$ cat config.mk
export PLATFORM = sky130hd
export DESIGN_NAME = alu_stage
export DESIGN_NICKNAME = d
export VERILOG_FILES = /design/src/rtl/ooo_pkg.sv /design/src/rtl/alu_stage.sv
export SDC_FILE = /design/constraint.sdc
export NUM_CORES = 1
export LEC_CHECK = 0
export BUFFER_PORTS_ARGS = -buffer_cell sky130_fd_sc_hd__buf_2
export CAP_MARGIN = 20
export CORE_UTILIZATION = 50
export CTS_CLUSTER_SIZE = 28
export DETAILED_ROUTE_END_ITERATION = 8
export PLACE_DENSITY = 0.72
export SYNTH_ARGS = -nofsm -noshare
export SYNTH_HDL_FRONTEND = slang
export SYNTH_SLANG_ARGS = --single-unit
$ cat constraint.sdc
create_clock -name clk -period 5.8 [get_ports clk]
set_clock_uncertainty 0.15 [all_clocks]
set_input_delay 0.58 -clock clk [delete_from_list [all_inputs] [get_ports clk]]
set_output_delay 0.58 -clock clk [all_outputs]
set_load 0.05 [all_outputs]
$ cat src/rtl/ooo_pkg.sv
`default_nettype none

package ooo_pkg;

    localparam int XLEN      = 32;
    localparam int ARCH_REGS = 32;
    localparam int PHYS_REGS = 64;
    localparam int ROB_DEPTH = 16;
    localparam int RS_DEPTH  = 4;

    typedef logic [XLEN-1:0]              word_t;
    typedef logic [31:0]                  inst_t;
    typedef logic [$clog2(ARCH_REGS)-1:0] arch_reg_t;
    typedef logic [$clog2(PHYS_REGS)-1:0] phys_reg_t;
    typedef logic [$clog2(ROB_DEPTH)-1:0] rob_idx_t;

    // {funct7[5], funct3}
    typedef logic [3:0] alu_op_t;

    localparam alu_op_t ALU_ADD  = 4'b0000;
    localparam alu_op_t ALU_SUB  = 4'b1000;
    localparam alu_op_t ALU_SLL  = 4'b0001;
    localparam alu_op_t ALU_SLT  = 4'b0010;
    localparam alu_op_t ALU_SLTU = 4'b0011;
    localparam alu_op_t ALU_XOR  = 4'b0100;
    localparam alu_op_t ALU_SRL  = 4'b0101;
    localparam alu_op_t ALU_SRA  = 4'b1101;
    localparam alu_op_t ALU_OR   = 4'b0110;
    localparam alu_op_t ALU_AND  = 4'b0111;

    localparam logic [6:0] OPC_OP     = 7'b0110011;
    localparam logic [6:0] OPC_OP_IMM = 7'b0010011;

    typedef enum logic {HS_IDLE, HS_ACK} hs_state_t;

endpackage

`default_nettype wire

$ cat src/rtl/alu_stage.sv
`default_nettype none

module alu_stage (
    input  wire logic                clk,
    input  wire logic                rst,
    input  wire logic                iss_valid,
    input  wire ooo_pkg::alu_op_t    iss_op,
    input  wire ooo_pkg::word_t      iss_data1,
    input  wire ooo_pkg::word_t      iss_data2,
    input  wire logic                iss_use_imm,
    input  wire ooo_pkg::word_t      iss_imm,
    input  wire ooo_pkg::phys_reg_t  iss_dest,
    input  wire ooo_pkg::rob_idx_t   iss_rob,
    output logic                     wb_valid,
    output ooo_pkg::phys_reg_t       wb_tag,
    output ooo_pkg::word_t           wb_value,
    output ooo_pkg::rob_idx_t        wb_rob
);
    import ooo_pkg::*;

    word_t  opb;
    word_t  result;

    assign opb = iss_use_imm ? iss_imm : iss_data2;

    always_comb begin
        case (iss_op)
            ALU_ADD:  result = iss_data1 + opb;
            ALU_SUB:  result = iss_data1 - opb;
            ALU_SLL:  result = iss_data1 << opb[4:0];
            ALU_SLT:  result = word_t'($signed(iss_data1) < $signed(opb));
            ALU_SLTU: result = word_t'(iss_data1 < opb);
            ALU_XOR:  result = iss_data1 ^ opb;
            ALU_SRL:  result = iss_data1 >> opb[4:0];
            ALU_SRA:  result = $signed(iss_data1) >>> opb[4:0];
            ALU_OR:   result = iss_data1 | opb;
            ALU_AND:  result = iss_data1 & opb;
            default:  result = '0;
        endcase
    end

    always_ff @(posedge clk) begin
        if (rst) begin
            wb_valid <= 1'b0;
        end else begin
            wb_valid <= iss_valid;
        end
    end

    // broadcast payload
    always_ff @(posedge clk) begin
        wb_tag   <= iss_dest;
        wb_value <= result;
        wb_rob   <= iss_rob;
    end

endmodule

`default_nettype wire

After elaboration in Yosys (flattened, before gate mapping). Cells that the tools add are included.

Register bits: 43. Bits of input ports: 114. Output and inout bits: 43.

Add/sub/neg operators: 2. $lt $le $gt $ge: 2. Eq/ne operators: 9. Shift-type cells: 3. Muxes and demuxes: 2. Bitwise gates (word level): 3. Reduce and logical (&&, ||, !) cells: 1.

Operators by type and width (number): 32-bit one-hot mux with 10 select lines (1); 32-bit less-than comparator (2); 32-bit adder (1); 32-bit bitwise AND (1); 32-bit two-way mux (1); 32-bit bitwise OR (1); 32-bit by 5-bit left shift with 32-bit output (1); 32-bit by 5-bit right shift with 32-bit output (1); 32-bit by 5-bit >>> shifter with 32-bit output (1); 32-bit subtractor (1); 32-bit bitwise XOR (1); 4-bit by 3-bit equality test with 1-bit output, second input constant (4); 4-bit by 2-bit equality test with 1-bit output, second input constant (2); 4-bit equality test, second input constant (2); 4-bit by 1-bit equality test with 1-bit output, second input constant (1); 4-bit zero test (1).

Depth between registers and ports, before layout.
Word-level depth: 3. Gate-level depth with buffers: 18. Mapped depth without buffers: 14.

Worst setup path after synthesis. Ideal clock, no wire load.

Kind: in2reg. From: input iss_use_imm. To: register wb_value[23]. Library setup time: 0.132 ns. Arrival: 4.463 ns. Setup slack: 1.055 ns. Cell stages on the path: 17. Cells stage by stage: buf_6 mux2i_1 clkbuf_1 clkbuf_1 clkbuf_1 clkbuf_1 ha_1 clkbuf_1 nor2_1 a211oi_1 a211oi_1 or4b_1 a311o_1 a21boi_0 a21oi_1 xnor2_1 o211ai_1.

Word-level cells in the longest chain between the ends: 3. Elaborated cells between the ends (all ways): 10. Classes of those cells: 2 x add/sub; 3 x shift; 2 x mux; 3 x bitwise.

Ends and longest elaborated chain: start, declared (RTL line alu_stage.sv:10) `input wire logic iss_use_imm,`; 32-bit two-way mux (*) (RTL line alu_stage.sv:24) `assign opb = iss_use_imm ? iss_imm : iss_data2;`; 32-bit subtractor, or another cell as far along (RTL line alu_stage.sv:29) `ALU_SUB: result = iss_data1 - opb;`; 32-bit one-hot mux with 10 select lines (*) (RTL line alu_stage.sv:27) `case (iss_op)`; via result[23] (RTL line alu_stage.sv:22) `word_t result;`; end signal, assigned (RTL line alu_stage.sv:53) `wb_value <= result;`; end, declared (RTL line alu_stage.sv:16) `output ooo_pkg::word_t wb_value,`.

The timed path passes the listed nets; every way through them passes the cells marked *. A chain may end at the register's enable or synchronous reset.

Final worst setup path. Ends and elaborated chain as after synthesis.

==> flow_metrics.py <==
metrics = {
    "detailed_routing": {
        "drc": 0,
        "dr.pass1.iters": 6,
        "routed_wl_um": 49900,
        "routed_via_density": 7.00,
        "drt_iter0_markers": 1754,
        "num_vias": 12800,
        "wl_per_cell_um": 27.3,
        "antenna_left": 0,
    },
    "timing": {
        "finalSetupViolCount": 0,
        "finalHoldViolCount": 0,
        "slew_violations": 0,
        "post-route-period-util": 0.816,
        "slew_headroom": 0.313,
        "worst_pin_slew_ps": 1000,
        "rsz0062_at_grt": "false",
        "setup_tns_ps": 0,
        "finalCriticalPeriod_ps": 4730,
        "holdWs_ps": 220,
        "fmax_mhz": 211,
    },
    "critical_path": {
        "cpMostUsedCell": "a21oi_1",
        "worstPathCellList": "buf_2, buf_4, mux2i_1, ha_1, inv_1, a21oi_1, o21ai_0, or4b_1, a311o_1, a21boi_0, a21oi_1, xnor2_1, o211ai_1",
        "cp.arrival_ps": 4730,
        "crit_buf_inv": 3,
        "cp.required_ps": 5800,
        "crit_type": "in2reg",
        "critPathMaxStageDelay_ps": 620,
        "path_delay_family": "compound AO/OA/AOI/OAI gates",
        "cp-end-kind": "flop",
        "setup.worst_path.start_class": "input pin",
        "cp_slowest_cell": "or4b_1",
        "worstPathMaxFanout": 13,
    },
    "power": {
        "p_leak_nw": 5.07,
        "vdd_ir_drop_max_uv": 142,
        "powerDensity_mw_per_mm2": 188,
    },
    "clock_tree": {
        "tritoncts": "built",
        "post_cts_resized": 0,
        "cts_buffers": 5,
        "cts-root-buf": "clkbuf_16",
        "path_clk_slew_ps": 80,
        "htreeDepth": 2,
        "cts_max_path_buffers": 2,
        "cts_sinks": 43,
        "hold_buffers": 0,
        "cts_setup_buffers": 0,
    },
    "hold_path": {
        "hold_path_depth": 1,
        "holdPathEnd": "wb_rob[0]",
        "hold_path_class": "in2reg",
        "hold_path.startpoint": "iss_rob[0]",
    },
    "yosys": {
        "netlist_instances": 1479,
        "synth_warnings": 0,
        "yosysSeqAreaShare": 0.0846,
        "ys.flop_type": "dfxtp_1",
        "synth-async-reset-ratio": 0,
        "synth_area_per_cell_sq_um": 6.88,
        "synthDistinctLibCells": 78,
        "syn_area_sq_mm": 0.0102,
        "ys_ff_latch": 43,
        "synth_nets": 1692,
        "synth-edff-count": 0,
    },
    "layout": {
        "syn_to_final_growth_pct": 10.4,
        "fin_cells": 1826,
        "final_common_cell": "a21oi_1",
        "final_cell_mix": "158 x a21oi_1, 156 x nor2_1, 156 x buf_2, 138 x nand2_1, 106 x mux2i_1",
        "drive_gt1_frac": 0.155,
        "multi_input_area_sq_mm": 0.00854,
        "antenna_cells": 0,
        "seq_area_sq_um": 861,
        "nNetsFinal": 1773,
        "fillers": 1980,
    },
    "grt": {
        "grt_max_degree": 70,
        "grt_pass1_wl_um": 71900,
        "grt_usage": 0.471,
        "grt_overflow": 0,
        "antenna_found_initial": 0,
        "grt_pass1_vias": 11300,
    },
    "die": {
        "rows": 51,
        "die_h_um": 145,
        "die_w_um": 145,
        "start_util": 0.516,
        "ios": 157,
        "fp.coreArea_sq_mm": 0.0197,
        "die_area_sq_mm": 0.0209,
    },
    "placed_design": {
        "place_inst": 1818,
        "port_buffers": 156,
        "gp_congestion": 1.09,
        "hpwl_um": 38700,
    },
    "run_status": {
        "status": "completed",
    },
    "run": {
        "drv_cap": 0,
    },
}
## sequential cells by signal, indices dropped and copies added (netlist names)
name,flops
wb_tag,6
wb_valid,1
wb_value,32
wb_rob,4
## cells by family after synthesis
| group | count (synthesis) | synth area share |
|---|---|---|
| AOI/OAI and AO/OA | 535 | 0.344 |
| DFF | 43 | 0.0846 |
| buffers and inverters | 204 | 0.0802 |
| and+or+nand+nor | 452 | 0.202 |
| adders and majority gates | 99 | 0.123 |
| muxes | 131 | 0.153 |
| xor gates and xnor gates | 15 | 0.0129 |
## Yosys cell counts (30+ instances only)
cell        n  share of area
dfxtp_1    43          0.085
clkbuf_1   74          0.027
o211ai_1   31          0.023
nor2_1    157          0.058
mux2i_1   108           0.11
inv_1      89          0.033
nor3_1     39          0.019
nand2_1   138          0.051
o21ai_0   103          0.051
ha_1       97           0.12
a21oi_1   158          0.078
a211oi_1   30          0.022
## power by group
| part | internal, mW | leakage (nW) | switching [mW] |
|---|---|---|---|
| clock | 0.162 | 0.0664 | 0.156 |
| sequential | 0.337 | 0.360 | 0.0131 |
| combinational | 0.441 | 4.65 | 1.00 |
| total | 0.941 | 5.07 | 1.17 |
## layout make-up
class	instances	share of cell area
Multi-Input combinational cell	1232	0.761
Timing Repair Buffer	184	0.0883
Sequential cell	43	0.0767
Inverter	94	0.0317
Tap cell	265	0.0295
Clock buffer	5	0.0111
Clock inverter	3	0.00212
## how the worst max path moves through the flow
stage	depth (start not counted)	startpoint	endpoint
2_1_floorplan	17	iss_use_imm	wb_value[23]
3_3_place_gp	13	iss_use_imm	wb_value[25]
3_5_place_dp	13	iss_use_imm	wb_value[25]
4_1_cts	13	iss_use_imm	wb_value[25]
5_1_grt	13	iss_use_imm	wb_value[25]
6_report	13	iss_use_imm	wb_value[23]
## stage by stage
step	cell area [sq um]	setup WS (ps)	power, mW	utilization
after floorplan	10200	1050	1.30	-
after global placement	11100	994	1.73	0.562
after detailed placement	11100	867	1.74	0.562
after CTS	11200	1170	2.05	0.569
after global routing	11200	880	2.19	0.569
final	11200	1070	2.11	0.569
## layer usage
metal  routed length [um]  track usage  part of all wire
met1                19200        0.612              0.38
met2                20400        0.698              0.41
met3                 6230        0.100              0.12
met5                    0            0                 0
met4                 4100        0.307             0.082
(Power assumes the default switching activity.)
