--- src/rtl/ooo_pkg.sv ---
`default_nettype none

package ooo_pkg;

    localparam int XLEN      = 32;
    localparam int ARCH_REGS = 32;
    localparam int PHYS_REGS = 64;
    localparam int ROB_DEPTH = 16;
    localparam int RS_DEPTH  = 4;

    typedef logic [XLEN-1:0]              word_t;
    typedef logic [31:0]                  inst_t;
    typedef logic [$clog2(ARCH_REGS)-1:0] arch_reg_t;
    typedef logic [$clog2(PHYS_REGS)-1:0] phys_reg_t;
    typedef logic [$clog2(ROB_DEPTH)-1:0] rob_idx_t;

    // {funct7[5], funct3}
    typedef logic [3:0] alu_op_t;

    localparam alu_op_t ALU_ADD  = 4'b0000;
    localparam alu_op_t ALU_SUB  = 4'b1000;
    localparam alu_op_t ALU_SLL  = 4'b0001;
    localparam alu_op_t ALU_SLT  = 4'b0010;
    localparam alu_op_t ALU_SLTU = 4'b0011;
    localparam alu_op_t ALU_XOR  = 4'b0100;
    localparam alu_op_t ALU_SRL  = 4'b0101;
    localparam alu_op_t ALU_SRA  = 4'b1101;
    localparam alu_op_t ALU_OR   = 4'b0110;
    localparam alu_op_t ALU_AND  = 4'b0111;

    localparam logic [6:0] OPC_OP     = 7'b0110011;
    localparam logic [6:0] OPC_OP_IMM = 7'b0010011;

    typedef enum logic {HS_IDLE, HS_ACK} hs_state_t;

endpackage

`default_nettype wire

--- src/rtl/dispatch_unit.sv ---
`default_nettype none

module dispatch_unit (
    input  wire logic                clk,
    input  wire logic                rst,
    input  wire logic                inst_req,
    input  wire ooo_pkg::inst_t      inst,
    input  wire logic                rob_full,
    input  wire logic                free_empty,
    input  wire logic                rs_full,
    output logic                     inst_ack,
    output logic                     disp_valid,
    output logic                     disp_alu,
    output logic                     disp_we,
    output ooo_pkg::arch_reg_t       disp_rs1,
    output ooo_pkg::arch_reg_t       disp_rs2,
    output ooo_pkg::arch_reg_t       disp_rd,
    output ooo_pkg::alu_op_t         disp_op,
    output logic                     disp_use_imm,
    output ooo_pkg::word_t           disp_imm
);
    import ooo_pkg::*;

    hs_state_t   state;
    logic [6:0]  opcode;
    logic [2:0]  funct3;
    logic        is_op;
    logic        is_op_imm;
    logic        alt;
    logic        slot_free;

    assign opcode    = inst[6:0];
    assign funct3    = inst[14:12];
    assign is_op     = opcode == OPC_OP;
    assign is_op_imm = opcode == OPC_OP_IMM;

    assign disp_rd      = inst[11:7];
    assign disp_rs1     = inst[19:15];
    assign disp_rs2     = is_op ? inst[24:20] : '0; // imm forms read x0, always ready
    assign disp_use_imm = is_op_imm;
    assign disp_imm     = {{20{inst[31]}}, inst[31:20]};

    // funct7[5] only counts for sub and the right shifts
    assign alt     = inst[30] && (funct3 == 3'b101 || (is_op && funct3 == 3'b000));
    assign disp_op = alu_op_t'({alt, funct3});

    // x0 results are dropped, so those never reach the station
    assign disp_alu  = (is_op || is_op_imm) && disp_rd != '0;
    assign slot_free = !rob_full && (!disp_alu || (!free_empty && !rs_full));

    assign disp_valid = state == HS_IDLE && inst_req && slot_free;
    assign disp_we    = disp_valid && disp_alu;
    assign inst_ack   = state == HS_ACK;

    always_ff @(posedge clk) begin
        if (rst) begin
            state <= HS_IDLE;
        end else begin
            case (state)
                HS_IDLE: if (disp_valid) state <= HS_ACK;
                HS_ACK:  if (!inst_req) state <= HS_IDLE; // wait for req to drop
                default: state <= HS_IDLE;
            endcase
        end
    end

endmodule

`default_nettype wire

--- config.mk ---
export PLATFORM = sky130hd
export DESIGN_NAME = dispatch_unit
export DESIGN_NICKNAME = d
export VERILOG_FILES = /design/src/rtl/ooo_pkg.sv /design/src/rtl/dispatch_unit.sv
export SDC_FILE = /design/constraint.sdc
export NUM_CORES = 1
export LEC_CHECK = 0
export BUFFER_PORTS_ARGS = -buffer_cell sky130_fd_sc_hd__buf_2
export CORE_MARGIN = 4
export CORE_UTILIZATION = 30
export CTS_BUF_LIST = sky130_fd_sc_hd__clkbuf_8
export CTS_CLUSTER_DIAMETER = 150
export DETAILED_ROUTE_END_ITERATION = 16
export GPL_ROUTABILITY_DRIVEN = 0
export GPL_TIMING_DRIVEN = 0
export PLACE_DENSITY_LB_ADDON = 0.12
export SLEW_MARGIN = 20
export SYNTH_ARGS = -nofsm -noshare
export SYNTH_HDL_FRONTEND = slang
export SYNTH_SLANG_ARGS = --single-unit
--- constraint.sdc ---
create_clock -name clk -period 2.6 [get_ports clk]
set_input_delay 0.26 -clock clk [delete_from_list [all_inputs] [get_ports clk]]
set_output_delay 0.26 -clock clk [all_outputs]
set_load 0.01 [all_outputs]
* Word level (Yosys, flattened, before mapping)
Cells that the tools add are included.
** Operators by class
- Bitwise logic cells :: 1
- Multiplexer cells :: 4
- Reduce and logical (&&, ||, !) cells :: 17
- Equality and inequality tests :: 3
** Operators with widths (count)
- 1-bit logical AND :: 8
- 7-bit by 5-bit == test with 1-bit output (second input constant) :: 1
- 7-bit by 6-bit == test with 1-bit output (second input constant) :: 1
- 5-bit 2-to-1 mux :: 1
- 5-bit nonzero test :: 1
- 1-bit logical NOT :: 4
- 3-bit == test (second input constant) :: 1
- 3-bit logical NOT :: 1
- 1-bit logical OR :: 3
- 1-bit 2-to-1 mux :: 2
- 1-bit case mux with 2 select lines :: 1
- 1-bit NOT :: 1
** Storage, ports and cells
- Bits in registers :: 1
- Bits of input ports :: 38
- Logic and storage cells :: 26
- Output and inout bits :: 56

* Depth between registers and ports, before layout
- Depth in word-level cells :: 9
- Mapped depth :: 4
- Mapped depth without buffers :: 3

* Worst setup path before layout
No wires, ideal clock.
- Path kind :: input to output
- Start point :: in inst[7]
- End point :: out disp_valid
- Stages :: 3
- Required time :: 2.340 ns
- Setup slack :: 1.083 ns
- Buffers on the path :: 0
- Data arrival time :: 1.257 ns
- Cells stage by stage :: or4_4 > o211a_4 > a21oi_1
** On the way
- Cells in the longest elaborated chain, start to end :: 6
** Ends and longest elaborated chain
- from (decl) :: RTL line dispatch_unit.sv:7 : input wire ooo_pkg::inst_t inst,
- 5-bit nonzero test :: RTL line dispatch_unit.sv:48 : assign disp_alu = (is_op || is_op_imm) && disp_rd != '0;
- 1-bit logical AND :: RTL line dispatch_unit.sv:48
- named net disp_alu :: RTL line dispatch_unit.sv:13 : output logic disp_alu,
- 1-bit logical NOT :: RTL line dispatch_unit.sv:49 : assign slot_free = !rob_full && (!disp_alu || (!free_empty && !rs_full));
- 1-bit logical OR :: RTL line dispatch_unit.sv:49
- 1-bit logical AND :: RTL line dispatch_unit.sv:49
- 1-bit logical AND :: RTL line dispatch_unit.sv:51 : assign disp_valid = state == HS_IDLE && inst_req && slot_free;
- to (decl) :: RTL line dispatch_unit.sv:12 : output logic disp_valid,
The timed path passes the listed nets, and every way through them passes these cells.

* Worst setup path after layout
- Start point :: in inst[7]
- End point :: out disp_we
** On the way
- Cells in the longest elaborated chain, start to end :: 7
** Ends and longest elaborated chain
- 5-bit nonzero test (*) :: RTL line dispatch_unit.sv:48
- 1-bit logical AND (*) :: RTL line dispatch_unit.sv:48
- 1-bit logical NOT :: RTL line dispatch_unit.sv:49
- 1-bit logical OR :: RTL line dispatch_unit.sv:49
- 1-bit logical AND :: RTL line dispatch_unit.sv:49
- 1-bit logical AND :: RTL line dispatch_unit.sv:51
- 1-bit logical AND (*) :: RTL line dispatch_unit.sv:52 : assign disp_we = disp_valid && disp_alu;
- to (decl) :: RTL line dispatch_unit.sv:14 : output logic disp_we,
Every way passes the cells marked *; elsewhere a longest branch is shown, timed or not.

==> metrics.md <==
| Metric | Value |
|---|---|
| First-pass GRT wire length | `2500 microns` |
| Port bufs | `82` |
| Setup TNS | `0 ns` |
| Post-route ant nets | `0` |
| Hold endpoint | `inst_ack$_SDFF_PP0_` |
| Initial antenna violation count | `0` |
| WL final | `1590 microns` |
| GR Overflow Total | `0` |
| CP endpoint kind | `output port` |
| Setup-failing EPs final | `0` |
| Worst-path clk slew | `0 ns` |
| Avg Cell Area, Syn | `7.46 sq um` |
| I/O Pins | `94` |
| Vias in the first global route | `slightly above 600` |
| Reg2Reg Capture Point | `inst_ack$_SDFF_PP0_` |
| Max FFs per register | `1` |
| Initial drt markers | `2` |
| Initial Utilization | `31.4%` |
| Netlist cell types | `15` |
| Final worst-path cycle share | `65.3%` |
| Std-Cell Rows | `15` |
| Reg2Reg Depth | `3` |
| Post-Syn Area | `537 sq um` |
| Number of post-CTS setup repair buffers | `0` |
| CP Launch Type | `input pin` |
| Clock Latency Late Sink | `0 ns` |
| Run status | `finished clean` |
| Die Y | `between 50 and 60 microns` |
| HPWL after DPL | `1490 microns` |
| Reg-to-Reg Start | `inst_ack$_SDFF_PP0_` |
| Min-delay worst type | `input pin to flip-flop` |
| Post-synthesis net count | `110` |
| Core Area | `approximately 1700 sq um` |
| Clk_skew | `0 ns` |
| Register bit total from synthesis | `1` |
| Fillers | `165` |
| R2R Setup Slk | `1.74 ns` |
| Tot Pwr | `around 160 uW` |
| # DRC | `0` |
| Max-cap violations | `0` |
| Synthesis Warnings | `0` |
| Share of cells above drive strength 1 | `86.4%` |
| Drt wl/cell | `8.91 microns` |
| Worst-margin pin slew | `0.269 ns` |
| # diodes | `0` |
| Period minus WS final | `1.70 ns` |
| Hold Path Origin | `rst` |
| Post-Synthesis Cells | `between 70 and 80` |
| Count of final hold-check violations | `0` |
| Post-cts sizing count | `0` |
| Final Max Tran Viols | `0` |
| Slew HR | `82.0%` |
| Chip width | `50.3 microns` |
| Seq/Total Area, Yosys | `3.73%` |
| GRT Overall Usage | `11.6%` |
| VDD IR max | `95.5 uV` |
| P&R area growth vs syn | `82.3%` |
| Leak | `roughly 0.63 nW` |
| RSZ-0062 raised after global routing | `no` |
| Critical path required time | `approximately 2.3 ns` |
| Die area | `2530 sq um` |
| Layout Nets | `194` |
| Largest net degree at the start of global routing | `22` |
| First drt pass iteration count | `2` |
| Fmax | `between 500 and 600 MHz` |
| Via total after detailed routing | `692` |
| CTS Hold Bufs | `0` |
| Crit-path max FO | `4` |
| Post-DR vias/cell | `about 3.9` |
| Pwr per Cell Area | `162 nW/um^2` |
| Hold path cells | `2` |
| CP arrival | `1.44 ns` |
| WS Path Type | `input pin to output port` |
logic make-up after synthesis:
group / synth area share, %
AO/OA/AOI/OAI: 7.93
flip-flops: 3.73
AND/OR/NAND/NOR: 24.0
buffers and inverters: 64.3
layout by cell type, fill, tap and decap left out:
| master | count |
|---|---|
| nand4_1 | 1 |
| and3_1 | 1 |
| a21oi_1 | 2 |
| o211a_4 | 1 |
| a221oi_2 | 1 |
| nor4b_2 | 1 |
| dfxtp_1 | 1 |
| or4_4 | 1 |
| buf_4 | 46 |
| nand2_1 | 4 |
| nor2_1 | 4 |
| buf_2 | 82 |
| and2_1 | 6 |
| and4b_1 | 1 |
| nand2b_1 | 1 |
| or2_2 | 1 |
worst max-delay path by stage:
stage | start | end | slack, ns | cells past startpoint
2_1_floorplan | inst[7] | disp_valid | 1.08 | 3
3_3_place_gp | inst[7] | disp_we | 0.90 | 5
3_5_place_dp | inst[7] | disp_we | 0.90 | 5
4_1_cts | inst[7] | disp_we | 0.90 | 5
5_1_grt | inst[7] | disp_we | 0.88 | 5
6_report | inst[7] | disp_we | 0.90 | 5
cells in the mapped netlist, drive strengths merged:
cell type | n | area, sq um
dfxtp | 1 | 20.0
o211a | 1 | 17.5
nor2 | 4 | 15.0
nand2 | 4 | 15.0
nand2b | 1 | 6.26
a21oi | 2 | 10.0
and2 | 6 | 37.5
nor4b | 1 | 15.0
and3 | 1 | 6.26
nand4 | 1 | 6.26
a221oi | 1 | 15.0
or2 | 1 | 6.26
and4b | 1 | 10.0
buf | 46 | 345
or4 | 1 | 11.3
area by class of cell:
type                    count  area (sq um)  share of cell area (%)
well taps                  25          31.3                    3.20
plain buffers              46           345                    35.3
flip-flops and latches      1          20.0                    2.05
multi-input cells          25           171                    17.5
repair buffers             82           410                    41.9
per-layer routing:
metal	vias up	routed length [microns]	track usage (%)
met1	282	494	12.3
met2	57	798	22.8
met5	-	0	0
met4	0	0	0
li1	353	-	-
met3	0	301	4.15
power by group:
part	switching, mW	leakage (nW)	internal [mW]	total (mW)
registers	0.000605	0.00822	0.0166	0.0172
clock network	0	0	0	0
logic	0.0547	0.622	0.0868	0.142
total	0.0553	0.630	0.103	0.159
stage by stage:
step / hold slack (ns) / util, % / cells / worst slack [ns] / cell area, sq um
6_report: 0.433 / 57.3 / 179 / 0.903 / 978
5_1_grt: 0.441 / 57.3 / 179 / 0.882 / 978
2_1_floorplan: 0.326 / - / 72 / 1.08 / 537
3_5_place_dp: 0.434 / 57.3 / 179 / 0.897 / 978
3_3_place_gp: 0.427 / 57.3 / 179 / 0.903 / 978
4_1_cts: 0.433 / 57.3 / 179 / 0.897 / 978
critical path, cell delays in order:
cell	delay, ns
buf_2	0.10
or4_4	0.52
o211a_4	0.26
nor4b_2	0.15
buf_2	0.14
(Power assumes the default switching activity.)
