<file path="config.mk">
export PLATFORM = sky130hd
export DESIGN_NAME = physical_register_file
export DESIGN_NICKNAME = d
export VERILOG_FILES = /design/src/rtl/ooo_pkg.sv /design/src/rtl/physical_register_file.sv
export SDC_FILE = /design/constraint.sdc
export NUM_CORES = 2
export LEC_CHECK = 0
export BUFFER_PORTS_ARGS = -buffer_cell sky130_fd_sc_hd__buf_2
export CELL_PAD_IN_SITES_DETAIL_PLACEMENT = 2
export CELL_PAD_IN_SITES_GLOBAL_PLACEMENT = 2
export CORE_UTILIZATION = 41
export CTS_BUF_LIST = sky130_fd_sc_hd__clkbuf_4 sky130_fd_sc_hd__clkbuf_8
export DETAILED_ROUTE_END_ITERATION = 12
export GPL_TIMING_DRIVEN = 1
export PLACE_DENSITY_LB_ADDON = 0.1
export SETUP_SLACK_MARGIN = 0.1
export SKIP_LAST_GASP = 1
export SLEW_MARGIN = 30
export SYNTH_ARGS = -nofsm -noshare
export SYNTH_HDL_FRONTEND = slang
export SYNTH_SLANG_ARGS = --single-unit
</file>
<file path="constraint.sdc">
create_clock -name clk -period 4.25 [get_ports clk]
set_clock_uncertainty 0.15 [all_clocks]
set_input_delay 0.85 -clock clk [delete_from_list [all_inputs] [get_ports clk]]
set_output_delay 0.85 -clock clk [all_outputs]
set_load 0.05 [all_outputs]
</file>
<file path="src/rtl/ooo_pkg.sv">
`default_nettype none

package ooo_pkg;

    localparam int XLEN      = 32;
    localparam int ARCH_REGS = 32;
    localparam int PHYS_REGS = 64;
    localparam int ROB_DEPTH = 16;
    localparam int RS_DEPTH  = 4;

    typedef logic [XLEN-1:0]              word_t;
    typedef logic [31:0]                  inst_t;
    typedef logic [$clog2(ARCH_REGS)-1:0] arch_reg_t;
    typedef logic [$clog2(PHYS_REGS)-1:0] phys_reg_t;
    typedef logic [$clog2(ROB_DEPTH)-1:0] rob_idx_t;

    // {funct7[5], funct3}
    typedef logic [3:0] alu_op_t;

    localparam alu_op_t ALU_ADD  = 4'b0000;
    localparam alu_op_t ALU_SUB  = 4'b1000;
    localparam alu_op_t ALU_SLL  = 4'b0001;
    localparam alu_op_t ALU_SLT  = 4'b0010;
    localparam alu_op_t ALU_SLTU = 4'b0011;
    localparam alu_op_t ALU_XOR  = 4'b0100;
    localparam alu_op_t ALU_SRL  = 4'b0101;
    localparam alu_op_t ALU_SRA  = 4'b1101;
    localparam alu_op_t ALU_OR   = 4'b0110;
    localparam alu_op_t ALU_AND  = 4'b0111;

    localparam logic [6:0] OPC_OP     = 7'b0110011;
    localparam logic [6:0] OPC_OP_IMM = 7'b0010011;

    typedef enum logic {HS_IDLE, HS_ACK} hs_state_t;

endpackage

`default_nettype wire

</file>
<file path="src/rtl/physical_register_file.sv">
`default_nettype none

module physical_register_file (
    input  wire logic                clk,
    input  wire logic                rst,
    input  wire ooo_pkg::phys_reg_t  src1_tag,
    input  wire ooo_pkg::phys_reg_t  src2_tag,
    input  wire logic                alloc_valid,
    input  wire ooo_pkg::phys_reg_t  alloc_tag,
    input  wire ooo_pkg::phys_reg_t  iss_tag1,
    input  wire ooo_pkg::phys_reg_t  iss_tag2,
    input  wire logic                wb_valid,
    input  wire ooo_pkg::phys_reg_t  wb_tag,
    input  wire ooo_pkg::word_t      wb_value,
    input  wire ooo_pkg::phys_reg_t  ret_tag,
    output logic                     src1_ready,
    output logic                     src2_ready,
    output ooo_pkg::word_t           iss_data1,
    output ooo_pkg::word_t           iss_data2,
    output ooo_pkg::word_t           ret_value
);
    import ooo_pkg::*;

    word_t                 regs [PHYS_REGS];
    logic [PHYS_REGS-1:0]  ready;

    assign src1_ready = ready[src1_tag];
    assign src2_ready = ready[src2_tag];
    assign iss_data1  = regs[iss_tag1];
    assign iss_data2  = regs[iss_tag2];
    assign ret_value  = regs[ret_tag];

    // free tags start ready too, allocation clears them
    always_ff @(posedge clk) begin
        if (rst) begin
            ready <= '1;
        end else begin
            if (alloc_valid) ready[alloc_tag] <= 1'b0;
            if (wb_valid) ready[wb_tag] <= 1'b1;
        end
    end

    always_ff @(posedge clk) begin
        if (rst) begin
            for (int i = 0; i < ARCH_REGS; i++) begin
                regs[i] <= '0;
            end
        end else if (wb_valid) begin
            regs[wb_tag] <= wb_value;
        end
    end

endmodule

`default_nettype wire

</file>
Word level (Yosys, flattened, before mapping)
Memory sizes are Yosys's and may differ from the RTL's.
Cells that the tools add are included.
W data, S select, Z words.
{"block": "classes", "magnitude_cmp": 6, "n_mux": 19, "bitwise": 3, "reduce_logical": 3}
{"op": "$mux W64", "count": 3}
{"op": "$and A64 B64 Y64", "count": 1}
{"op": "$not A64 Y64", "count": 1}
{"op": "$or A64 B64 Y64", "count": 1}
{"op": "$mux W32", "count": 1}
{"op": "$reduce_or A32 Y1", "count": 1}
{"op": "$lt A6 B7 Y1 const B", "count": 4}
{"op": "$bmux W1 S6", "count": 2}
{"op": "$demux W1 S6", "count": 2}
{"op": "$ge A6 B1 Y1 const B", "count": 2}
{"op": "$mux W1", "count": 10}
{"op": "$mux W6", "count": 1}
{"op": "$logic_and A1 B1 Y1", "count": 2}
{"block": "word_totals", "regBits": 64, "ramBits": 2048, "in_bits": 78, "n_memories": 1}
{"memory": "regs", "depth": 64, "word_bits": 32, "rd": 3, "rd_clocked_by_memory_dff": 0, "write_ports": 32, "line_no": "physical_register_file.sv:24", "source": "word_t regs [PHYS_REGS];"}

Depth between registers and ports, before layout
{"block": "logic_depth", "word_depth": 10, "depth_mapped": 10, "mapped_depth_nobuf": 5}

Worst setup path after synthesis
Ideal clock, no wire load.
{"block": "synth_timing", "path_type": "input to output", "from": "in ret_tag[0]", "to": "out ret_value[0]", "t_arrival_ns": 3.252, "required_ns": 3.250, "slack_ns": -0.002, "stages": 7, "cell_sequence": "buf_4 -> buf_6 -> buf_4 -> buf_4 -> mux4_2 -> a22oi_1 -> a311oi_1"}
{"block": "synth_via", "elab_chain_cells": 1}
{"element": "start: declaration", "line_no": "physical_register_file.sv:15", "source": "input wire ooo_pkg::phys_reg_t ret_tag,"}
{"element": "$mem_v2 Z64 W32"}
{"element": "end: declaration", "line_no": "physical_register_file.sv:20", "source": "output ooo_pkg::word_t ret_value"}
Every way passes these cells.

==> out/qor.yml <==
start_util: 0.4126
dp_hpwl_um: 411400
synth_top_area_frac: 0.5116
routed_wire_length_per_instance_um: 49.20
grt_usage: 0.4257
routed-via-count: 94400
clk_root_buffer_cell: "sky130_fd_sc_hd__clkbuf_8"
outcome: "complete, but fails checks"
synth_seq_cells: 2112
mostFrequentLayoutCells: "sky130_fd_sc_hd__edfxtp_1, sky130_fd_sc_hd__mux4_2, sky130_fd_sc_hd__buf_4, sky130_fd_sc_hd__and2_1, sky130_fd_sc_hd__clkbuf_8"
slew_violations: 0
place.port_buffers: 175
asyncSetResetFlopFracSynth: 0
first_pass_grt_wire_length_um: 848500
synth_simple_gate_area_frac: 0.07956
finalWirelength_um: 639300
die_area_um2: 295400
synthDominantAreaCellType: "sky130_fd_sc_hd__edfxtp_1"
cts-htree-levels: 5
syn_area_cell_um2: 16.50
synth_compound_area_frac: 0.05859
hold_path.class: "input pin to register"
synthesis.yosys.warnings: 0
power_leakage_nw: 52.92
antenna_found_initial: 73
finalCritPeriodShare: 1.041
global_route_overflow: 0
tritoncts_num_sinks: 2112
arr_time_crit_path_ps: 3420
critical_path.endpoint_type: "primary output"
setup_ws_ps: -174.4
share_of_final_layout_standard_cells_stronger_than_drive_strength_1: 0.5215
final_wtd_congestion: 0.9313
yosys_most_used_dff: "sky130_fd_sc_hd__edfxtp_1"
finalCriticalPeriod_ps: 4424
highest_ir_drop_seen_on_vdd_mv: 0.2432
synth-edff-count: 2048
cts_inserted_buffers: 393
synth.cell_area_um2: 120200
report.power.total_mw: 55.70
clk_pin_slew_ps: 70
core_area_um2: 291300
floorplan.io_pins: 176
synth_top_family_by_area: "multiplexers"
finalSetupViolations: 36
cp_max_fo: 3
yosys-top-cells-area: "sky130_fd_sc_hd__edfxtp_1, sky130_fd_sc_hd__mux4_2, sky130_fd_sc_hd__and2_1"
worstPathRequired_ps: 3250
number_of_global_route_vias_before_repair: 95690
finish.net_count: 8824
die_h_um: 543.5
synth.mux.area_fraction: 0.3080
fmax_mhz: 226.0
ctsLongestPathBuffers: 4
number_of_hold_slack_violations_in_the_final_timing_report: 0
grt_start_max_net_pins: 65
path_class: "register to primary output"
synth_adder_area_share: 0
rows: 198
drt-pass1-iter-count: 7
yosys.area_share.xor_xnor: 0
instance_count_of_the_mapped_netlist: 7286
cpMaxStageDelayCell: "sky130_fd_sc_hd__mux4_2"
tritoncts_clock_tree: "built"
power_density_nw_per_um2: 358.9
detail_route.drc_violations: 0
yosysUniqueCellTypes: 54
max_stage_delay_ps: 590
drtAntennaViolNets: 0
detailedRoute.firstIterationViolations: 15620
final_common_cell: "sky130_fd_sc_hd__edfxtp_1"
viasPerCell: 7.266
clkLatencyLatePin_ps: 1120
tightestPinTransition_ps: 1118
setup_tns_ps: -2463
layout-area-overhead-vs-synth_pct: 29.10
slew_headroom: 0.2549
failed_checks: "setup timing"
post-route-util: 0.5327
critical_path.cell_chain: "mux4_2 > mux4_2 > o21ai_4 > buf_6 > nor3_4 > buf_6"
startpoint_type: "register"
synth.net_count: 7364
unrepaired_setup_endpoints_after_global_routing: "true"
fraction_of_the_yosys_area_taken_by_sequential_cells: 0.5222
floorplan.die.width_um: 543.5
max-cap-violations: 0
[logic make-up (layout without fill, tap and decap cells)]
family / after synthesis / after routing
flip-flops: 2112 / 2112
AO/OA/AOI/OAI: 963 / 963
AND/OR/NAND/NOR: 1647 / 1647
multiplexers: 1793 / 1793
other: 0 / 35
buffers and inverters: 771 / 2542
[layout make-up]
class | instances | area, um^2
repair buffers | 1830 | 21140
flip-flops and latches | 2112 | 62780
multi-input cells | 4403 | 58780
well taps | 3900 | 4880
inverters | 6 | 22.52
fillers | 25450 | 136100
clock buffers | 507 | 6340
diodes | 35 | 87.58
clock inverters | 199 | 1167
[worst paths after layout]
| check | start | end | slack (ps) | cells after the start |
|---|---|---|---|---|
| hold / removal | alloc_tag[5] | ready[55] | 80 | 4 |
| setup reg to reg | ready[56] | ready[56] | 2960 | 3 |
| hold reg to reg | ready[8] | ready[8] | 340 | 2 |
| setup / recovery | regs[47][5] | ret_value[5] | -170 | 6 |
[critical path, delay by kind of cell, from the launching register on]
| kind | cells | cell delay, ps |
|---|---|---|
| compound gates | 1 | 290 |
| mux | 2 | 1090 |
| buf+inv | 2 | 380 |
| flops | 1 | 430 |
| simple gates | 1 | 80 |
[registers in the layout (all words and copies together), names as in the netlist]
| register | count |
|---|---|
| ready | 64 |
| regs | 2048 |
[layer usage]
layer,track usage,share of wire,vias to the layer above
met5,0,0.00018,-
met4,0.2601,0.071,18
met3,0.1311,0.13,1950
met2,0.6491,0.45,7963
met1,0.5325,0.35,50780
li1,-,-,33690
[through the flow]
step                setup WS, ps  instance area, um^2  hold slack [ps]  std cells
floorplan                  102.9               120500            282.0       7286
global placement           -1004               136800            309.2      11860
detailed placement        -870.9               136900            326.6      11860
CTS                       -171.3               151500            8.488      12800
global route              -185.7               155200            47.89      12980
finish                    -174.4               155200            77.53      12990
[what timing repair did]
action                                  CTS  global route
pin swaps                               127           173
endpoints found under the hold margin    22             0
gates resized for setup                 874           441
setup buffers                           192           169
endpoints found under the setup margin   96            93
cloned                                   31             9
hold buffers                              9             0
[cells in the mapped netlist, types with 16 or more instances]
cell type	number
sky130_fd_sc_hd__edfxtp_1	2048
sky130_fd_sc_hd__mux4_2	1519
sky130_fd_sc_hd__and2_1	1045
sky130_fd_sc_hd__clkbuf_1	441
sky130_fd_sc_hd__mux2i_1	216
sky130_fd_sc_hd__nor2_1	180
sky130_fd_sc_hd__o22ai_1	171
sky130_fd_sc_hd__a221oi_1	160
sky130_fd_sc_hd__a22oi_1	149
sky130_fd_sc_hd__buf_2	128
sky130_fd_sc_hd__buf_4	126
sky130_fd_sc_hd__a22o_1	116
sky130_fd_sc_hd__a21oi_1	108
sky130_fd_sc_hd__nand2_1	98
sky130_fd_sc_hd__o221ai_1	89
sky130_fd_sc_hd__o21ai_0	77
sky130_fd_sc_hd__dfxtp_1	64
sky130_fd_sc_hd__nor3_1	62
sky130_fd_sc_hd__nand2b_1	59
sky130_fd_sc_hd__mux2_2	57
sky130_fd_sc_hd__nand3_1	49
sky130_fd_sc_hd__or2_2	46
sky130_fd_sc_hd__buf_1	33
sky130_fd_sc_hd__buf_6	33
sky130_fd_sc_hd__a211o_1	26
sky130_fd_sc_hd__nor2b_1	26
sky130_fd_sc_hd__a31oi_1	25
sky130_fd_sc_hd__nand3b_1	16
[where the power goes]
group	internal, mW	leakage, nW	total, mW	switching, mW
registers	23.4	19.5	23.9	0.500
logic	4.98	29.5	11.6	6.66
clock network	10.3	3.95	20.1	9.87
No activity file was read; power rests on OpenSTA's default activity.
