===== src/rtl/ooo_pkg.sv =====
`default_nettype none

package ooo_pkg;

    localparam int XLEN      = 32;
    localparam int ARCH_REGS = 32;
    localparam int PHYS_REGS = 64;
    localparam int ROB_DEPTH = 16;
    localparam int RS_DEPTH  = 4;

    typedef logic [XLEN-1:0]              word_t;
    typedef logic [31:0]                  inst_t;
    typedef logic [$clog2(ARCH_REGS)-1:0] arch_reg_t;
    typedef logic [$clog2(PHYS_REGS)-1:0] phys_reg_t;
    typedef logic [$clog2(ROB_DEPTH)-1:0] rob_idx_t;

    // {funct7[5], funct3}
    typedef logic [3:0] alu_op_t;

    localparam alu_op_t ALU_ADD  = 4'b0000;
    localparam alu_op_t ALU_SUB  = 4'b1000;
    localparam alu_op_t ALU_SLL  = 4'b0001;
    localparam alu_op_t ALU_SLT  = 4'b0010;
    localparam alu_op_t ALU_SLTU = 4'b0011;
    localparam alu_op_t ALU_XOR  = 4'b0100;
    localparam alu_op_t ALU_SRL  = 4'b0101;
    localparam alu_op_t ALU_SRA  = 4'b1101;
    localparam alu_op_t ALU_OR   = 4'b0110;
    localparam alu_op_t ALU_AND  = 4'b0111;

    localparam logic [6:0] OPC_OP     = 7'b0110011;
    localparam logic [6:0] OPC_OP_IMM = 7'b0010011;

    typedef enum logic {HS_IDLE, HS_ACK} hs_state_t;

endpackage

`default_nettype wire


===== src/rtl/reorder_buffer.sv =====
`default_nettype none

module reorder_buffer (
    input  wire logic                clk,
    input  wire logic                rst,
    input  wire logic                disp_valid,
    input  wire logic                disp_alu,
    input  wire logic                disp_we,
    input  wire ooo_pkg::arch_reg_t  disp_rd,
    input  wire ooo_pkg::phys_reg_t  new_tag,
    input  wire ooo_pkg::phys_reg_t  old_tag,
    input  wire logic                wb_valid,
    input  wire ooo_pkg::rob_idx_t   wb_rob,
    input  wire ooo_pkg::word_t      ret_value,
    output logic                     rob_full,
    output ooo_pkg::rob_idx_t        rob_tail,
    output ooo_pkg::phys_reg_t       ret_tag,
    output logic                     commit_valid,
    output logic                     commit_we,
    output ooo_pkg::arch_reg_t       commit_rd,
    output ooo_pkg::word_t           commit_value,
    output logic                     free_valid,
    output ooo_pkg::phys_reg_t       free_tag
);
    import ooo_pkg::*;

    logic [ROB_DEPTH-1:0]          done;
    logic [ROB_DEPTH-1:0]          we;
    arch_reg_t                     rd    [ROB_DEPTH];
    phys_reg_t                     new_t [ROB_DEPTH];
    phys_reg_t                     old_t [ROB_DEPTH];
    rob_idx_t                      head;
    logic [$clog2(ROB_DEPTH):0]    count;

    assign rob_full     = count == ROB_DEPTH;
    assign commit_valid = count != '0 && done[head];
    assign commit_we    = commit_valid && we[head];
    assign commit_rd    = rd[head];
    assign commit_value = we[head] ? ret_value : '0;
    assign ret_tag      = new_t[head];

    // the mapping this entry replaced goes back to the free list
    assign free_valid = commit_we;
    assign free_tag   = old_t[head];

    always_ff @(posedge clk) begin
        if (rst) begin
            head     <= '0;
            rob_tail <= '0;
            count    <= '0;
        end else begin
            if (disp_valid) rob_tail <= rob_tail + 1'b1;
            if (commit_valid) head <= head + 1'b1;
            count <= count + (disp_valid ? 1'b1 : 1'b0) - (commit_valid ? 1'b1 : 1'b0);
        end
    end

    always_ff @(posedge clk) begin
        if (disp_valid) begin
            done[rob_tail]  <= !disp_alu; // nothing to execute
            we[rob_tail]    <= disp_we;
            rd[rob_tail]    <= disp_rd;
            new_t[rob_tail] <= new_tag;
            old_t[rob_tail] <= old_tag;
        end
        if (wb_valid) begin
            done[wb_rob] <= 1'b1;
        end
    end

endmodule

`default_nettype wire


===== config.mk =====
export PLATFORM = sky130hd
export DESIGN_NAME = reorder_buffer
export DESIGN_NICKNAME = d
export VERILOG_FILES = /design/src/rtl/ooo_pkg.sv /design/src/rtl/reorder_buffer.sv
export SDC_FILE = /design/constraint.sdc
export NUM_CORES = 1
export LEC_CHECK = 0
export ABC_AREA = 1
export BUFFER_PORTS_ARGS = -buffer_cell sky130_fd_sc_hd__buf_2
export CORE_ASPECT_RATIO = 2
export CORE_MARGIN = 5
export CORE_UTILIZATION = 51
export CTS_BUF_LIST = sky130_fd_sc_hd__clkbuf_16
export CTS_CLUSTER_SIZE = 16
export DETAILED_ROUTE_END_ITERATION = 16
export HOLD_SLACK_MARGIN = 0.1
export PLACE_DENSITY_LB_ADDON = 0.2
export SYNTH_ARGS = -nofsm -noshare
export SYNTH_HDL_FRONTEND = slang
export SYNTH_SLANG_ARGS = --single-unit

===== constraint.sdc =====
create_clock -name clk -period 4 [get_ports clk]
set_input_delay 1.2 -clock clk [delete_from_list [all_inputs] [get_ports clk]]
set_output_delay 1.2 -clock clk [all_outputs]
set_load 0.01 [all_outputs]

After elaboration in Yosys (flattened, before gate mapping)
Memories as Yosys holds them, arrays and structs flattened. A register that Yosys moved wholly into a read port is not among the register bits.
Cells that the tools add are included.
{"block": "word_totals", "regBits": 45, "mem_bits_rw": 272, "in_bits": 59, "out_inout_bits": 57, "wordCells": 48, "n_memories": 3}
{"block": "op_classes", "addsub": 4, "n_lt_le_gt_ge": 5, "n_eq_ne": 1, "mux": 23, "bitwise_logic": 1, "n_reduce_logical": 6}
{"name": "new_t", "depth": 16, "word_bits": 6, "rd": 1, "rd_ports_with_merged_regs": 1, "wr": 1, "line_no": "reorder_buffer.sv:30", "source": "phys_reg_t new_t [ROB_DEPTH];"}
{"name": "old_t", "depth": 16, "word_bits": 6, "rd": 1, "rd_ports_with_merged_regs": 1, "wr": 1, "line_no": "reorder_buffer.sv:31", "source": "phys_reg_t old_t [ROB_DEPTH];"}
{"name": "rd", "depth": 16, "word_bits": 5, "rd": 1, "rd_ports_with_merged_regs": 1, "wr": 1, "line_no": "reorder_buffer.sv:29", "source": "arch_reg_t rd [ROB_DEPTH];"}
{"operator": "$bwmux W16", "count": 2}
{"operator": "$mux W16", "count": 2}
{"operator": "$mux W32", "count": 1}
{"operator": "$mux W4", "count": 6}
{"operator": "$or A16 B16 Y16", "count": 1}
{"operator": "$lt A4 B5 Y1 const B", "count": 3}
{"operator": "$add A4 B1 Y4 const B", "count": 2}
{"operator": "$bmux W1 S4", "count": 2}
{"operator": "$demux W1 S4", "count": 2}
{"operator": "$ge A4 B1 Y1 const B", "count": 2}
{"operator": "$mux W1", "count": 8}
{"operator": "$add A5 B1 Y5", "count": 1}
{"operator": "$eq A5 B5 Y1 const B", "count": 1}
{"operator": "$reduce_bool A5 Y1", "count": 1}
{"operator": "$sub A5 B1 Y5", "count": 1}
{"operator": "$logic_and A1 B1 Y1", "count": 4}
{"operator": "$logic_not A1 Y1", "count": 1}

Logic depth before layout (Yosys ltp)
{"block": "logic_depth", "ltp_word": 8, "ltp_mapped": 17, "depth_no_buf": 16}

Worst setup path before layout
Ideal clock, no wire load.
{"block": "synth_path", "path_type": "input -> register", "startpoint": "input disp_valid", "endpoint": "memory new_t[7][0] (netlist name), enable pin", "setup_ps": 395, "arrival_time_ps": 2508, "t_required_ps": 3605, "path_slack_ps": 1096, "cell_stages": 3, "n_path_buf": 1, "path_cell_list": "clkbuf_1 > nand2_1 > nor2_1"}
{"block": "synth_between", "elab_chain_cells": 2}
{"element": "start: declaration", "line_no": "reorder_buffer.sv:6", "source": "input wire logic disp_valid,"}
{"element": "$mux W1", "line_no": "reorder_buffer.sv:59", "source": "if (disp_valid) begin"}
{"element": "$mux W1 (not written as such)", "line_no": "reorder_buffer.sv:63", "source": "new_t[rob_tail] <= new_tag;"}
{"element": "end: declaration", "line_no": "reorder_buffer.sv:30"}
Every way passes these cells.

==> impl_metrics.yaml <==
status:
  outcome: "finished clean"
drt:
  ant_nets: 0
  viasPerCell: 5.52
  routedWlPerCell_um: 20.5
  drtIter0Drc: 653
  vias: 8711
  dr.pass1.iters: 5
  routed_wl_um: 32400
  drc: 0
setup_path:
  cp_max_fo: 18
  crit_chain: "buf_4 -> clkinv_1 -> o211ai_1 -> nand2_1 -> buf_2"
  path_delay_family: "buffers and inverters"
  end_kind: "output port"
  crit_buf_inv: 3
  worstReg2RegStart: "head[0]"
  cpMaxStageDelayCell: "clkinv_1"
  worstSetupStartpointType: "flop"
  slowest_delay_ns: 0.76
  worstSetupPathType: "reg -> out"
  arrival_ns: 2.58
  cp_data_required_time_ns: 2.80
global_route:
  grt_pass1_vias: 8690
  grt.total_usage_pct: 21.1
  grt_overflow: 0
  grt_max_degree: 64
  antenna_found_initial: 0
  grt_pass1_wl_um: 48900
timing:
  finalMaxSlewViolations: 0
  skew_ns: 0.0112
  fmax_mhz: 264
  worst_slack_ns: 0.216
  hold_violations: 0
  rsz0062_at_grt: "false"
  tns_ns: 0
  slew_headroom_pct: 41.4
  setup_violations: 0
  post-route-period-util_pct: 94.6
  worst_pin_slew_ns: 0.873
  period_minus_slack_ns: 3.78
placement:
  place_ws_ns: 0.756
  place.gp.congestion: 0.859
  portBuffers: 115
  placed_area_um2: 14500
  hpwl_um: 20000
clock_tree:
  post_cts_resize_count: 0
  cts_buffer_depth: 3
  cts_setup_buffers: 0
  htree_levels: 1
  tritoncts: "yes"
  clk_latency_ns: 0.54
  cts_hold_buf: 0
  root_buffer: "clkbuf_16"
  numClockSinks: 321
  numCtsBuffers: 27
  clkTransAtPathRegs_ns: 0.07
logic_synthesis:
  synth_edf_count: 288
  synth.yosys.warnings: 0
  synth_seq_area_share_pct: 68.6
  yosys-top-cells-area: "edfxtp_1, mux2i_1, dfxtp_1"
  ys_ff_latch: 321
  synthesis.nets: 1169
  yosys.area.top_type_share_pct: 63.8
  synth_common_cells: "edfxtp_1, inv_1, nor2_1, o211ai_1, o21ai_0"
  synth_cells: 1099
  synth.largest_area_cell: "edfxtp_1"
  syn_area_um2: 13600
  synth_cell_types: 33
  synth.most_common_cell: "edfxtp_1"
  syn_avg_cell_area_um2: 12.3
  ys.flop_type: "edfxtp_1"
  async_flop_share_pct: 0
power_and_ir_drop:
  clkPwrFrac_pct: 30.5
  vdd_ir_drop_max_uv: 512
  pwr-share-comb_pct: 25.1
  p_leak_nw: 5.83
  p_per_area_nw_per_um2: 565
  power_frac_seq_pct: 44.5
  p_sw_mw: 2.62
  cell_internal_pwr_mw: 6.07
  swShare_pct: 30.2
layout:
  ff_latch_area_um2: 9320
  fill_cells: 2149
  multi_input_area_um2: 3330
  area.growth.synth_to_final_pct: 13.5
  fin_area_um2: 15400
  final_nets: 1283
  antennaDiodeCount: 0
  drive_above_1_share_pct: 16.7
  final_core_util_pct: 58.6
floorplan:
  die_w_um: 125
  rows: 84
  start_util_pct: 51.6
  core-area_um2: 26300
  die_area_um2: 30200
  ios: 116
  die_y_um: 241
hold_path:
  min_from: "done[11]"
  hp-class: "reg -> reg"
run:
  cap_violations: 0
worst register-to-register path: stages (launching register included):
cell,delay [ns]
dfxtp_1,0.51
buf_4,0.26
nand2_1,0.06
o21ai_0,0.07
nand2_1,0.08
nand3_1,0.12
nand3_1,0.10
nand2_2,0.17
nand2_4,0.09
nor2_4,0.12
inv_2,0.05
nand2_1,0.05
ha_1,0.15
inv_1,0.05
fa_1,0.41
o31ai_1,0.30
o21ai_0,0.12
a21oi_1,0.13
logic make-up after synthesis:
family | after synthesis | synth area share, %
DFF | 321 | 68.6
AOI/OAI and AO/OA | 271 | 11.7
buffers and inverters | 216 | 7.07
and+or+nand+nor | 211 | 6.46
muxes | 68 | 5.02
adders and majority gates | 11 | 1.07
xor gates and xnor gates | 1 | 0.0646
area by class of cell:
class	count	area share, %
Inverter	157	3.83
Timing Repair Buffer	144	5.40
Clock inverter	21	1.15
Tap cell	344	2.80
Clock buffer	29	4.71
Multi-Input combinational cell	562	21.6
Sequential cell	321	60.5
flip-flops by register name, indices dropped and copies added (netlist names), named ones only:
register	flops
we	16
done	16
count	5
old_t	96
rob_tail	4
new_t	96
rd	80
head	4
cell usage in the layout (no fill, tap or decap):
cell type   Yosys  final
buf_4           5     26
dfxtp_1        33     30
nor4_1          1      1
mux2i_1        68     68
nand4_1         1      1
clkinvlp_4      0      1
edfxtp_1      288    288
dfxtp_2         0      2
buf_2          10    115
o21a_1          1      1
o221ai_1        2      2
nand3_1        46     46
a21oi_1        79     79
nand2_1        73     73
clkinv_2        0      2
o21ai_1        20     20
clkinv_1        1     11
inv_1         153    155
o31ai_1         1      1
clkbuf_16       0     29
buf_12          0      3
inv_6           0      1
ha_1           10     10
fa_1            1      1
nor2_2          0     13
dfxtp_4         0      1
nor2_4          1      1
xor2_1          1      1
nor3_1          3      3
a21oi_2         2      2
bufinv_16       0      3
nand2_2         1      1
inv_8           0      1
nor2_1         84     71
o211ai_1       84     84
nand2_4         1      1
inv_2           3      4
o21ai_0        82     82
worst paths after layout:
kind | slack [ns] | to | depth (start not counted)
max | 0.22 | ret_tag[3] | 5
min | 0.48 | done[11] | 2
min reg2reg | 0.48 | done[11] | 2
max reg2reg | 1.10 | count[4] | 17
routing by layer:
layer	up-vias	track usage [%]	part of all wire [%]
met3	70	2.26	3.6
met4	0	8.49	3.6
met2	218	39.7	55
met5	-	0	0
met1	4294	24.5	38
li1	4129	-	-
stage by stage:
stage,hold slack [ns],cells,power [mW]
final,0.483,1578,8.70
after global routing,0.500,1578,9.15
after CTS,0.483,1578,8.77
after detailed placement,0.476,1528,6.14
after global placement,0.465,1528,6.11
after floorplan,0.451,1099,5.56
power groups by stage:
stage / combinational [mW] / clock [mW] / sequential, mW
after global routing: 2.45 / 2.82 / 3.88
after detailed placement: 2.20 / 0 / 3.94
after floorplan: 1.71 / 0 / 3.85
after global placement: 2.17 / 0 / 3.94
after CTS: 2.21 / 2.69 / 3.87
final: 2.18 / 2.65 / 3.87
No activity file was read; power rests on OpenSTA's default activity.
